--- config.mk ---
export PLATFORM = sky130hd
export DESIGN_NAME = rx_frontend_top
export DESIGN_NICKNAME = d
export VERILOG_FILES = /design/src/hdl/rx_frontend_pkg.sv /design/src/hdl/cfo_phase_accum.sv /design/src/hdl/complex_rotator.sv /design/src/hdl/credit_out_buffer.sv /design/src/hdl/rotator_lut.sv /design/src/hdl/rx_frontend_top.sv
export SDC_FILE = /design/constraint.sdc
export NUM_CORES = 2
export LEC_CHECK = 0
export BUFFER_PORTS_ARGS = -buffer_cell sky130_fd_sc_hd__buf_4
export CAP_MARGIN = 10
export CELL_PAD_IN_SITES_DETAIL_PLACEMENT = 0
export CELL_PAD_IN_SITES_GLOBAL_PLACEMENT = 2
export CORE_ASPECT_RATIO = 0.5
export CORE_MARGIN = 5
export CORE_UTILIZATION = 40
export DETAILED_ROUTE_END_ITERATION = 8
export PLACE_DENSITY_LB_ADDON = 0.1
export SLEW_MARGIN = 20
export SYNTH_ARGS = -nofsm -noshare
export SYNTH_HDL_FRONTEND = slang
export SYNTH_SLANG_ARGS = --single-unit
--- constraint.sdc ---
create_clock -name clk_i -period 7.5 [get_ports clk_i]
set_input_delay 1.875 -clock clk_i [delete_from_list [all_inputs] [get_ports clk_i]]
set_output_delay 1.875 -clock clk_i [all_outputs]
set_load 0.1 [all_outputs]
--- src/hdl/rx_frontend_pkg.sv ---
package rx_frontend_pkg;

    // ------------------------------
    // widths
    // ------------------------------
    localparam int IQ_W       = 16;
    localparam int SAMPLE_W   = 2 * IQ_W;
    localparam int PHASE_W    = 20;
    localparam int LUT_ADDR_W = 4;
    localparam int COEF_FRAC  = 14;

    // ------------------------------
    // types
    // ------------------------------
    typedef struct packed {
        logic signed [IQ_W-1:0] im;
        logic signed [IQ_W-1:0] re;
    } iq_t;

    // source side sees a raw word, rotator sees the I/Q pair
    typedef union packed {
        logic [SAMPLE_W-1:0] raw;
        iq_t                 iq;
    } iq_word_u;

    typedef logic signed [PHASE_W-1:0] phase_t;

    typedef struct packed {
        iq_word_u sample;
        phase_t   phase;
    } phased_sample_t;

    typedef struct packed {
        iq_word_u               sample;
        logic signed [IQ_W-1:0] cos_v;
        logic signed [IQ_W-1:0] sin_v;
    } rot_op_t;

    // cosine in steps of 22.5 deg, scaled by 2^COEF_FRAC
    localparam logic signed [IQ_W-1:0] ROT_TABLE [2**LUT_ADDR_W] = '{
        16383,  15137,  11585,   6270,
            0,  -6270, -11585, -15137,
       -16384, -15137, -11585,  -6270,
            0,   6270,  11585,  15137
    };

    // sine is the cosine a quarter turn back
    function automatic void rot_lookup(
        input  phase_t                 phase,
        output logic signed [IQ_W-1:0] cos_v,
        output logic signed [IQ_W-1:0] sin_v
    );
        logic [LUT_ADDR_W-1:0] cos_idx;
        logic [LUT_ADDR_W-1:0] sin_idx;
        cos_idx = phase[PHASE_W-1 -: LUT_ADDR_W];
        sin_idx = cos_idx - LUT_ADDR_W'(2**(LUT_ADDR_W-2));
        cos_v   = ROT_TABLE[cos_idx];
        sin_v   = ROT_TABLE[sin_idx];
    endfunction

endpackage

--- src/hdl/cfo_phase_accum.sv ---
`timescale 1ns/10ps

module cfo_phase_accum (
    input  logic                            clk_i,
    input  logic                            reset_ni,
    input  logic                            valid_i,
    input  rx_frontend_pkg::iq_word_u       sample_i,
    input  logic                            cfo_valid_i,
    input  rx_frontend_pkg::phase_t         cfo_inc_i,
    input  logic                            cfo_mode_i,
    output logic                            valid_o,
    output rx_frontend_pkg::phased_sample_t data_o
);

    rx_frontend_pkg::phase_t inc_q;
    rx_frontend_pkg::phase_t phase_q;

    // increment updates are relative to the previous estimate
    always_ff @(posedge clk_i) begin
        if (!reset_ni) begin
            inc_q   <= '0;
            phase_q <= '0;
            valid_o <= 1'b0;
        end else begin
            valid_o <= valid_i;
            if (cfo_mode_i) begin
                // manual CFO mode
                inc_q   <= '0;
                phase_q <= '0;
            end else begin
                if (cfo_valid_i) begin
                    inc_q <= inc_q - cfo_inc_i;
                end
                if (valid_i) begin
                    phase_q <= phase_q + inc_q;
                end
            end
        end
    end

    // sample leaves with the phase it arrived on
    always_ff @(posedge clk_i) begin
        if (valid_i) begin
            data_o.sample <= sample_i;
            data_o.phase  <= phase_q;
        end
    end

endmodule

--- src/hdl/complex_rotator.sv ---
`timescale 1ns/10ps

module complex_rotator (
    input  logic                      clk_i,
    input  logic                      reset_ni,
    input  logic                      valid_i,
    input  rx_frontend_pkg::rot_op_t  data_i,
    output logic                      valid_o,
    output rx_frontend_pkg::iq_word_u sample_o
);

    localparam int IQ_W   = rx_frontend_pkg::IQ_W;
    localparam int PROD_W = 2 * IQ_W;
    localparam int SUM_W  = PROD_W + 1;
    localparam logic signed [SUM_W-1:0] SAT_MAX = SUM_W'(2**(IQ_W-1) - 1);
    localparam logic signed [SUM_W-1:0] SAT_MIN = -SAT_MAX - 1;

    logic                    prod_valid;
    logic signed [PROD_W-1:0] p_re_cos;
    logic signed [PROD_W-1:0] p_im_sin;
    logic signed [PROD_W-1:0] p_re_sin;
    logic signed [PROD_W-1:0] p_im_cos;
    logic signed [SUM_W-1:0]  sum_re;
    logic signed [SUM_W-1:0]  sum_im;

    // drop the coefficient fraction bits, then clip to IQ_W
    function automatic logic signed [IQ_W-1:0] scale_sat(input logic signed [SUM_W-1:0] v);
        logic signed [SUM_W-1:0] s;
        s = v >>> rx_frontend_pkg::COEF_FRAC;
        if (s > SAT_MAX) begin
            return SAT_MAX[IQ_W-1:0];
        end else if (s < SAT_MIN) begin
            return SAT_MIN[IQ_W-1:0];
        end
        return s[IQ_W-1:0];
    endfunction

    // ------------------------------
    // stage 3, products
    // ------------------------------
    always_ff @(posedge clk_i) begin
        p_re_cos <= data_i.sample.iq.re * data_i.cos_v;
        p_im_sin <= data_i.sample.iq.im * data_i.sin_v;
        p_re_sin <= data_i.sample.iq.re * data_i.sin_v;
        p_im_cos <= data_i.sample.iq.im * data_i.cos_v;
    end

    // ------------------------------
    // stage 4, combine and scale
    // ------------------------------
    always_comb begin
        sum_re = p_re_cos - p_im_sin;
        sum_im = p_re_sin + p_im_cos;
    end

    always_ff @(posedge clk_i) begin
        sample_o.iq.re <= scale_sat(sum_re);
        sample_o.iq.im <= scale_sat(sum_im);
    end

    always_ff @(posedge clk_i) begin
        if (!reset_ni) begin
            prod_valid <= 1'b0;
            valid_o    <= 1'b0;
        end else begin
            prod_valid <= valid_i;
            valid_o    <= prod_valid;
        end
    end

endmodule

--- src/hdl/credit_out_buffer.sv ---
`timescale 1ns/10ps

module credit_out_buffer #(
    parameter int BUF_DEPTH    = 8,
    parameter int DOWN_CREDITS = 4
) (
    input  logic                      clk_i,
    input  logic                      reset_ni,
    input  logic                      valid_i,
    input  rx_frontend_pkg::iq_word_u sample_i,
    input  logic                      out_credit_i,
    output logic                      out_valid_o,
    output rx_frontend_pkg::iq_word_u out_sample_o,
    output logic                      in_credit_o
);

    localparam int PTR_W  = $clog2(BUF_DEPTH);
    localparam int CNT_W  = $clog2(BUF_DEPTH + 1);
    localparam int CRED_W = $clog2(DOWN_CREDITS + 1);

    rx_frontend_pkg::iq_word_u mem [BUF_DEPTH];

    logic [PTR_W-1:0]  wr_ptr;
    logic [PTR_W-1:0]  rd_ptr;
    logic [CNT_W-1:0]  count;
    logic [CRED_W-1:0] credits;
    logic              push;
    logic              pop;

    function automatic logic [PTR_W-1:0] next_ptr(input logic [PTR_W-1:0] p);
        if (p == PTR_W'(BUF_DEPTH - 1)) begin
            return '0;
        end
        return p + 1'b1;
    endfunction

    // no ready upstream, input credits keep the fifo from filling
    assign push = valid_i;
    // send only with data and a downstream credit
    assign pop  = (count != '0) && (credits != '0);

    assign out_valid_o  = pop;
    assign out_sample_o = mem[rd_ptr];
    // freed slot goes straight back to the source
    assign in_credit_o  = pop;

    // ------------------------------
    // storage
    // ------------------------------
    always_ff @(posedge clk_i) begin
        if (push) begin
            mem[wr_ptr] <= sample_i;
        end
    end

    // ------------------------------
    // pointers and counters
    // ------------------------------
    always_ff @(posedge clk_i) begin
        if (!reset_ni) begin
            wr_ptr  <= '0;
            rd_ptr  <= '0;
            count   <= '0;
            credits <= CRED_W'(DOWN_CREDITS);
        end else begin
            if (push) begin
                wr_ptr <= next_ptr(wr_ptr);
            end
            if (pop) begin
                rd_ptr <= next_ptr(rd_ptr);
            end
            count   <= count + CNT_W'(push) - CNT_W'(pop);
            credits <= credits + CRED_W'(out_credit_i) - CRED_W'(pop);
        end
    end

endmodule

--- src/hdl/rotator_lut.sv ---
`timescale 1ns/10ps

module rotator_lut (
    input  logic                            clk_i,
    input  logic                            reset_ni,
    input  logic                            valid_i,
    input  rx_frontend_pkg::phased_sample_t data_i,
    output logic                            valid_o,
    output rx_frontend_pkg::rot_op_t        data_o
);

    logic signed [rx_frontend_pkg::IQ_W-1:0] cos_w;
    logic signed [rx_frontend_pkg::IQ_W-1:0] sin_w;

    always_comb begin
        rx_frontend_pkg::rot_lookup(data_i.phase, cos_w, sin_w);
    end

    always_ff @(posedge clk_i) begin
        if (!reset_ni) begin
            valid_o <= 1'b0;
        end else begin
            valid_o <= valid_i;
        end
    end

    always_ff @(posedge clk_i) begin
        data_o.sample <= data_i.sample;
        data_o.cos_v  <= cos_w;
        data_o.sin_v  <= sin_w;
    end

endmodule

--- src/hdl/rx_frontend_top.sv ---
`timescale 1ns/10ps

module rx_frontend_top #(
    parameter int BUF_DEPTH    = 8,
    parameter int DOWN_CREDITS = 4
) (
    input  logic                      clk_i,
    input  logic                      reset_ni,
    input  logic                      in_valid_i,
    input  rx_frontend_pkg::iq_word_u in_sample_i,
    output logic                      in_credit_o,
    input  logic                      cfo_valid_i,
    input  rx_frontend_pkg::phase_t   cfo_inc_i,
    input  logic                      cfo_mode_i,
    output logic                      out_valid_o,
    output rx_frontend_pkg::iq_word_u out_sample_o,
    input  logic                      out_credit_i
);

    logic                            s1_valid;
    rx_frontend_pkg::phased_sample_t s1_data;
    logic                            s2_valid;
    rx_frontend_pkg::rot_op_t        s2_data;
    logic                            s4_valid;
    rx_frontend_pkg::iq_word_u       s4_sample;

    cfo_phase_accum i_phase_accum (
        .clk_i       (clk_i),
        .reset_ni    (reset_ni),
        .valid_i     (in_valid_i),
        .sample_i    (in_sample_i),
        .cfo_valid_i (cfo_valid_i),
        .cfo_inc_i   (cfo_inc_i),
        .cfo_mode_i  (cfo_mode_i),
        .valid_o     (s1_valid),
        .data_o      (s1_data)
    );

    rotator_lut i_rotator_lut (
        .clk_i    (clk_i),
        .reset_ni (reset_ni),
        .valid_i  (s1_valid),
        .data_i   (s1_data),
        .valid_o  (s2_valid),
        .data_o   (s2_data)
    );

    complex_rotator i_complex_rotator (
        .clk_i    (clk_i),
        .reset_ni (reset_ni),
        .valid_i  (s2_valid),
        .data_i   (s2_data),
        .valid_o  (s4_valid),
        .sample_o (s4_sample)
    );

    credit_out_buffer #(
        .BUF_DEPTH    (BUF_DEPTH),
        .DOWN_CREDITS (DOWN_CREDITS)
    ) i_out_buffer (
        .clk_i        (clk_i),
        .reset_ni     (reset_ni),
        .valid_i      (s4_valid),
        .sample_i     (s4_sample),
        .out_credit_i (out_credit_i),
        .out_valid_o  (out_valid_o),
        .out_sample_o (out_sample_o),
        .in_credit_o  (in_credit_o)
    );

endmodule

Yosys cells after proc, flatten, opt, wreduce, memory -nomap -nowiden
Memory sizes are Yosys's and may differ from the RTL's. A register that Yosys moved wholly into a read port is not among the register bits. Cells that the tools add are included.

Logic and storage cells: 73. Memories kept: 3. Register bits after elaboration: 301. Bits in latches: 0. ROM bits: 512. Output and inout bits: 34. RAM bits: 256. Bits of input ports: 58.

Order comparisons: 4. Multiplexer cells: 24. $mul: 4. Bitwise gates (word level): 3. Equality and inequality tests: 2. Shifts and indexed selects: 0. Reductions and logical operators: 4. $add $sub $neg: 11. Divide/modulo/power cells: 0.

Memories: (name not given) (words 16, width 16, read ports 1, clocked after memory_dff 1, wr ports 0, RTL line rx_frontend_pkg.sv:57) `cos_v = ROT_TABLE[cos_idx];`; (name not given) (words 16, width 16, read ports 1, clocked after memory_dff 1, wr ports 0, RTL line rx_frontend_pkg.sv:58) `sin_v = ROT_TABLE[sin_idx];`; i_out_buffer.mem (words 8, width 32, read ports 1, clocked after memory_dff 1, wr ports 1, RTL line credit_out_buffer.sv:21) `rx_frontend_pkg::iq_word_u mem [BUF_DEPTH];`.

Operators by type and width (number): $mul 16x16->32 (4); $mux 16 (6); $gt 19x16->1 const B (2); $lt 19x16->1 const B (2); $add 32x32->33 (1); $sub 32x32->33 (1); $add 20x20->20 (1); $sub 20x20->20 (1); $mux 3 (6); $mux 1 (12); $not 4->5 (2); $add 3x1->3 const B (2); $eq 3x3->1 const B (2); $add 4x1->4 (1); $reduce_bool 4->1 (1); $sub 4x1->4 (1); $sub 4x3->4 const B (1); $add 3x1->3 (1); $reduce_bool 3->1 (1); $sub 3x1->3 (1); $reduce_or 2->1 (1); $logic_and 1x1->1 (1); $not 1->1 (1).

Depth between registers and ports, before layout
Depth in word-level cells: 7. Gate-level depth with buffers: 27.

By module
A second synthesis with hierarchy kept.

Cells, all modules: 5900. Area, all modules: 61899.4 um^2.

Modules (own cells, without submodules): complex_rotator (sequential area each 3243.1 um^2, area an instance 44525.2 um^2, times used 1, cells an instance 4778); credit_out_buffer (sequential area each 8007.7 um^2, area an instance 10613.9 um^2, times used 1, cells an instance 464); cfo_phase_accum (sequential area each 2382.3 um^2, area an instance 5023.6 um^2, times used 1, cells an instance 506); rotator_lut (sequential area each 1101.1 um^2, area an instance 1736.7 um^2, times used 1, cells an instance 152).

Least setup slack after synthesis
Ideal clock, no wire load.

Path kind: reg-to-reg. From: register i_rotator_lut.data_o[28] (netlist name). To: register i_complex_rotator.p_re_cos[30]. Setup slack: 1189 ps. Stages on the path, launching flop included: 25. Period minus slack after synthesis: 6311 ps. Arrival: 6239 ps. Required time: 7428 ps. Buffers on the path: 2. Cells stage by stage: dfxtp_1 -> clkbuf_1 -> clkbuf_1 -> nand2_1 -> fa_1 -> fa_1 -> fa_1 -> inv_1 -> fa_1 -> fa_1 -> inv_1 -> fa_1 -> inv_1 -> ha_1 -> inv_2 -> o21bai_1 -> a2111o_1 -> a221oi_1 -> o21ai_1 -> a221oi_2 -> o21ai_1 -> nor3_1 -> o21bai_1 -> a21oi_1 -> xnor2_1.

Cells in the longest elaborated chain, start to end: 1.

RTL lines: $mul 16x16->32 (RTL line complex_rotator.sv:42) `p_re_cos <= data_i.sample.iq.re * data_i.cos_v;`; end signal, assigned (RTL line complex_rotator.sv:42); end, declared (RTL line complex_rotator.sv:19) `logic signed [PROD_W-1:0] p_re_cos;`.

No other way between the ends. A chain may end at the register's enable or synchronous reset.

Worst setup path after layout
From: register i_rotator_lut.data_o[54] (netlist name). To: register i_complex_rotator.p_im_cos[31].

Cells in the longest elaborated chain, start to end: 1.

RTL lines: start, declared (RTL line rotator_lut.sv:9) `output rx_frontend_pkg::rot_op_t data_o`; $mul 16x16->32 (RTL line complex_rotator.sv:45) `p_im_cos <= data_i.sample.iq.im * data_i.cos_v;`; end signal, assigned (RTL line complex_rotator.sv:45); end, declared (RTL line complex_rotator.sv:22) `logic signed [PROD_W-1:0] p_im_cos;`.

No other way between the ends.

==> metrics <==
run status completed; die outline height 284 um; main flop type after synthesis edfxtp_1; clk sinks 566; Routed Wire Length approximately 160 mm; maxcap violations 0; EDFF count, synth 292; Routed Antenna Nets 0; Post-synth ARST share 0%; Seq/Total Area, Yosys 23.7%; DRC 0; min-delay worst type reg2reg; flops & latches, synth between 500 and 600; RSZ-0062 raised after global routing no; CTS buffer count between 50 and 60; DR pass1 iterations 5; most frequent cells in the layout inv_1, fa_1, nand2_1; last element of the critical path i_complex_rotator.p_im_cos[31]; fin. max-slew vios 0; post-synthesis cell area 0.0601 sq mm; dpl hpwl 129 mm; initial antenna violation count 15; most common cell after layout, fill and taps aside inv_1; worst-path maximum fanout 13; Worst Skew 0.0455 ns; minimum clock period roughly 7.1 ns; DR iter-0 viols 2,199; CTS Root Cell clkbuf_16; nature of the critical path startpoint register; chip width 558 um; syn_area_per_cell 10.6 sq um; arrival time worst endpoint between 7 and 8 ns; routed wire length per instance ~20 um; dpl cell area about 0.064 sq mm; GP Congestion around 0.85; setup slack after layout 0.403 ns; Synth cell types 90; Initial Utilization between 40% and 50%; placement row count 100; Total Neg Setup Slack 0 ns; syn nets a little over 7,000; via count 38,000; core area ~0.15 sq mm; number of global-route vias before repair 41,800; CP Data Required Time 8.11 ns; WS Path Type reg2reg; largest net degree at the start of global routing 65; CTS tree done; register-to-register setup slack 0.40 ns; CP startpoint i_rotator_lut.data_o[54]; Worst-Margin Slew 0.998 ns; worst slack, placed 0.285 ns; fraction of layout cells with a size suffix above 1 under 10%; Synth area leader fa_1; hold_buf cts 0; GR Util All Layers 20.5%; Clock Path Buffers 3; post_cts resized 0; Clock transition at path regs about 0.07 ns; H-tree levels 2; vias per cell approximately 4.9; GR Overflow Total 0; Tcrit/Tclk final 94.6%; worst r2r src i_rotator_lut.data_o[54]; Area Growth Syn to Fin 9.15%; clk_lat worst skew 0.71 ns; top cells by area, synth fa_1, edfxtp_1, ha_1; I/O pins 92; Relative slew margins 33.4%; total die area about 0.16 sq mm; Synth Instances 5,653; post-synth top area share a little over a third; Util after Layout 44.0%; r2r endpoint i_complex_rotator.p_im_cos[31]; fmax about 140 MHz; postcts setup bufs 0; port bufs 91; critical path endpoint category register; fin area 0.0656 sq mm; Fin. Hold Viols 0; NumNets Final ~7,300; yosys warns 0; R2R depth 24; global-route wire length before repair about 250 mm; final setup violation count 0
-- metrics by stage --
stage / hold slack, ns / instances
after detailed placement: 0.328 / 7667
after global placement: 0.324 / 7667
after global routing: 0.332 / 7773
final: 0.305 / 7773
after floorplan: 0.323 / 5653
after CTS: 0.323 / 7771
-- sequential cells by signal (all words and copies together), names as in the netlist, named ones only --
signal	cells
i_complex_rotator.p_re_sin	32
i_complex_rotator.p_im_cos	32
i_complex_rotator.sample_o	32
i_phase_accum.valid_o	1
i_complex_rotator.p_im_sin	32
i_out_buffer.count	4
i_out_buffer.credits	3
i_complex_rotator.prod_valid	1
i_complex_rotator.valid_o	1
i_out_buffer.mem	256
i_rotator_lut.valid_o	1
i_phase_accum.inc_q	20
i_phase_accum.data_o	36
i_phase_accum.phase_q	20
i_rotator_lut.data_o	54
i_out_buffer.wr_ptr	3
i_out_buffer.rd_ptr	3
i_complex_rotator.p_re_cos	32
-- synthesized netlist by cell type, drive strengths merged (16+ instances only) --
| library cell | count |
|---|---|
| ha | 442 |
| inv | 1347 |
| nand2 | 445 |
| o21ai | 80 |
| dfxtp | 274 |
| nor3 | 34 |
| clkbuf | 164 |
| mux4 | 64 |
| nor2b | 30 |
| nor2 | 179 |
| o21bai | 27 |
| edfxtp | 292 |
| nand3 | 34 |
| and3 | 18 |
| xnor2 | 160 |
| a31oi | 16 |
| a21oi | 151 |
| xor2 | 44 |
| nand2b | 45 |
| mux2i | 40 |
| buf | 19 |
| o21a | 18 |
| a21o | 112 |
| mux2 | 34 |
| and2 | 368 |
| fa | 1052 |
-- metal layers --
metal  wire length (um)  vias to the layer above  track usage, %
met5                  0                        -               0
met4               1720                        0            2.48
met3               8000                       96            3.20
met2              73400                      566            33.4
met1              74500                    19700            29.8
li1                   -                    17600               -
-- worst max-delay path: stages (launching register included) --
cell and delay, ns:
dfxtp_1 0.69, buf_4 0.36, and2_1 0.23, fa_1 0.47
fa_1 0.53, inv_1 0.06, fa_1 0.53, inv_1 0.06
fa_1 0.45, fa_1 0.49, inv_1 0.05, fa_1 0.47
inv_1 0.04, ha_1 0.33, a21oi_1 0.21, nor2b_1 0.07
o21a_1 0.17, o21ai_1 0.15, a21oi_1 0.13, o32a_1 0.42
a221o_1 0.37, o41ai_2 0.30, o21bai_1 0.12, a21oi_1 0.19
xnor2_1 0.14
-- layout make-up --
type	instances	area (sq um)
clock inverter	43	510
tap	1989	2490
fill	14300	83400
clock buffer	61	1410
multi-input combinational	3555	40100
inverter	1349	5060
timing repair buffer	209	1730
antenna	1	2.50
sequential	566	14300
-- cell families after synthesis --
group / Yosys count / share of synthesized area (%)
buf+inv: 1532 / 9.61
flops: 566 / 23.7
fa+ha+maj: 1494 / 44.3
xor+xnor: 204 / 2.97
compound gates: 515 / 5.87
mux: 138 / 3.71
simple gates: 1204 / 9.86
-- worst min path at each step --
| stage | start | depth (start not counted) | slack (ns) | to |
|---|---|---|---|---|
| global route | i_phase_accum.data_o[27] | 0 | 0.33 | i_rotator_lut.data_o[39] |
| finish | i_phase_accum.data_o[30] | 0 | 0.31 | i_rotator_lut.data_o[42] |
| CTS | i_phase_accum.data_o[30] | 0 | 0.32 | i_rotator_lut.data_o[42] |
| floorplan | i_phase_accum.data_o[20] | 0 | 0.32 | i_rotator_lut.data_o[32] |
| global placement | i_phase_accum.data_o[45] | 0 | 0.32 | i_rotator_lut.data_o[57] |
| detailed placement | i_phase_accum.data_o[45] | 0 | 0.33 | i_rotator_lut.data_o[57] |
Power is left out: the tool's default activity adds up to more than one toggle a clock period on the data nets, which glitch-free logic cannot reach.
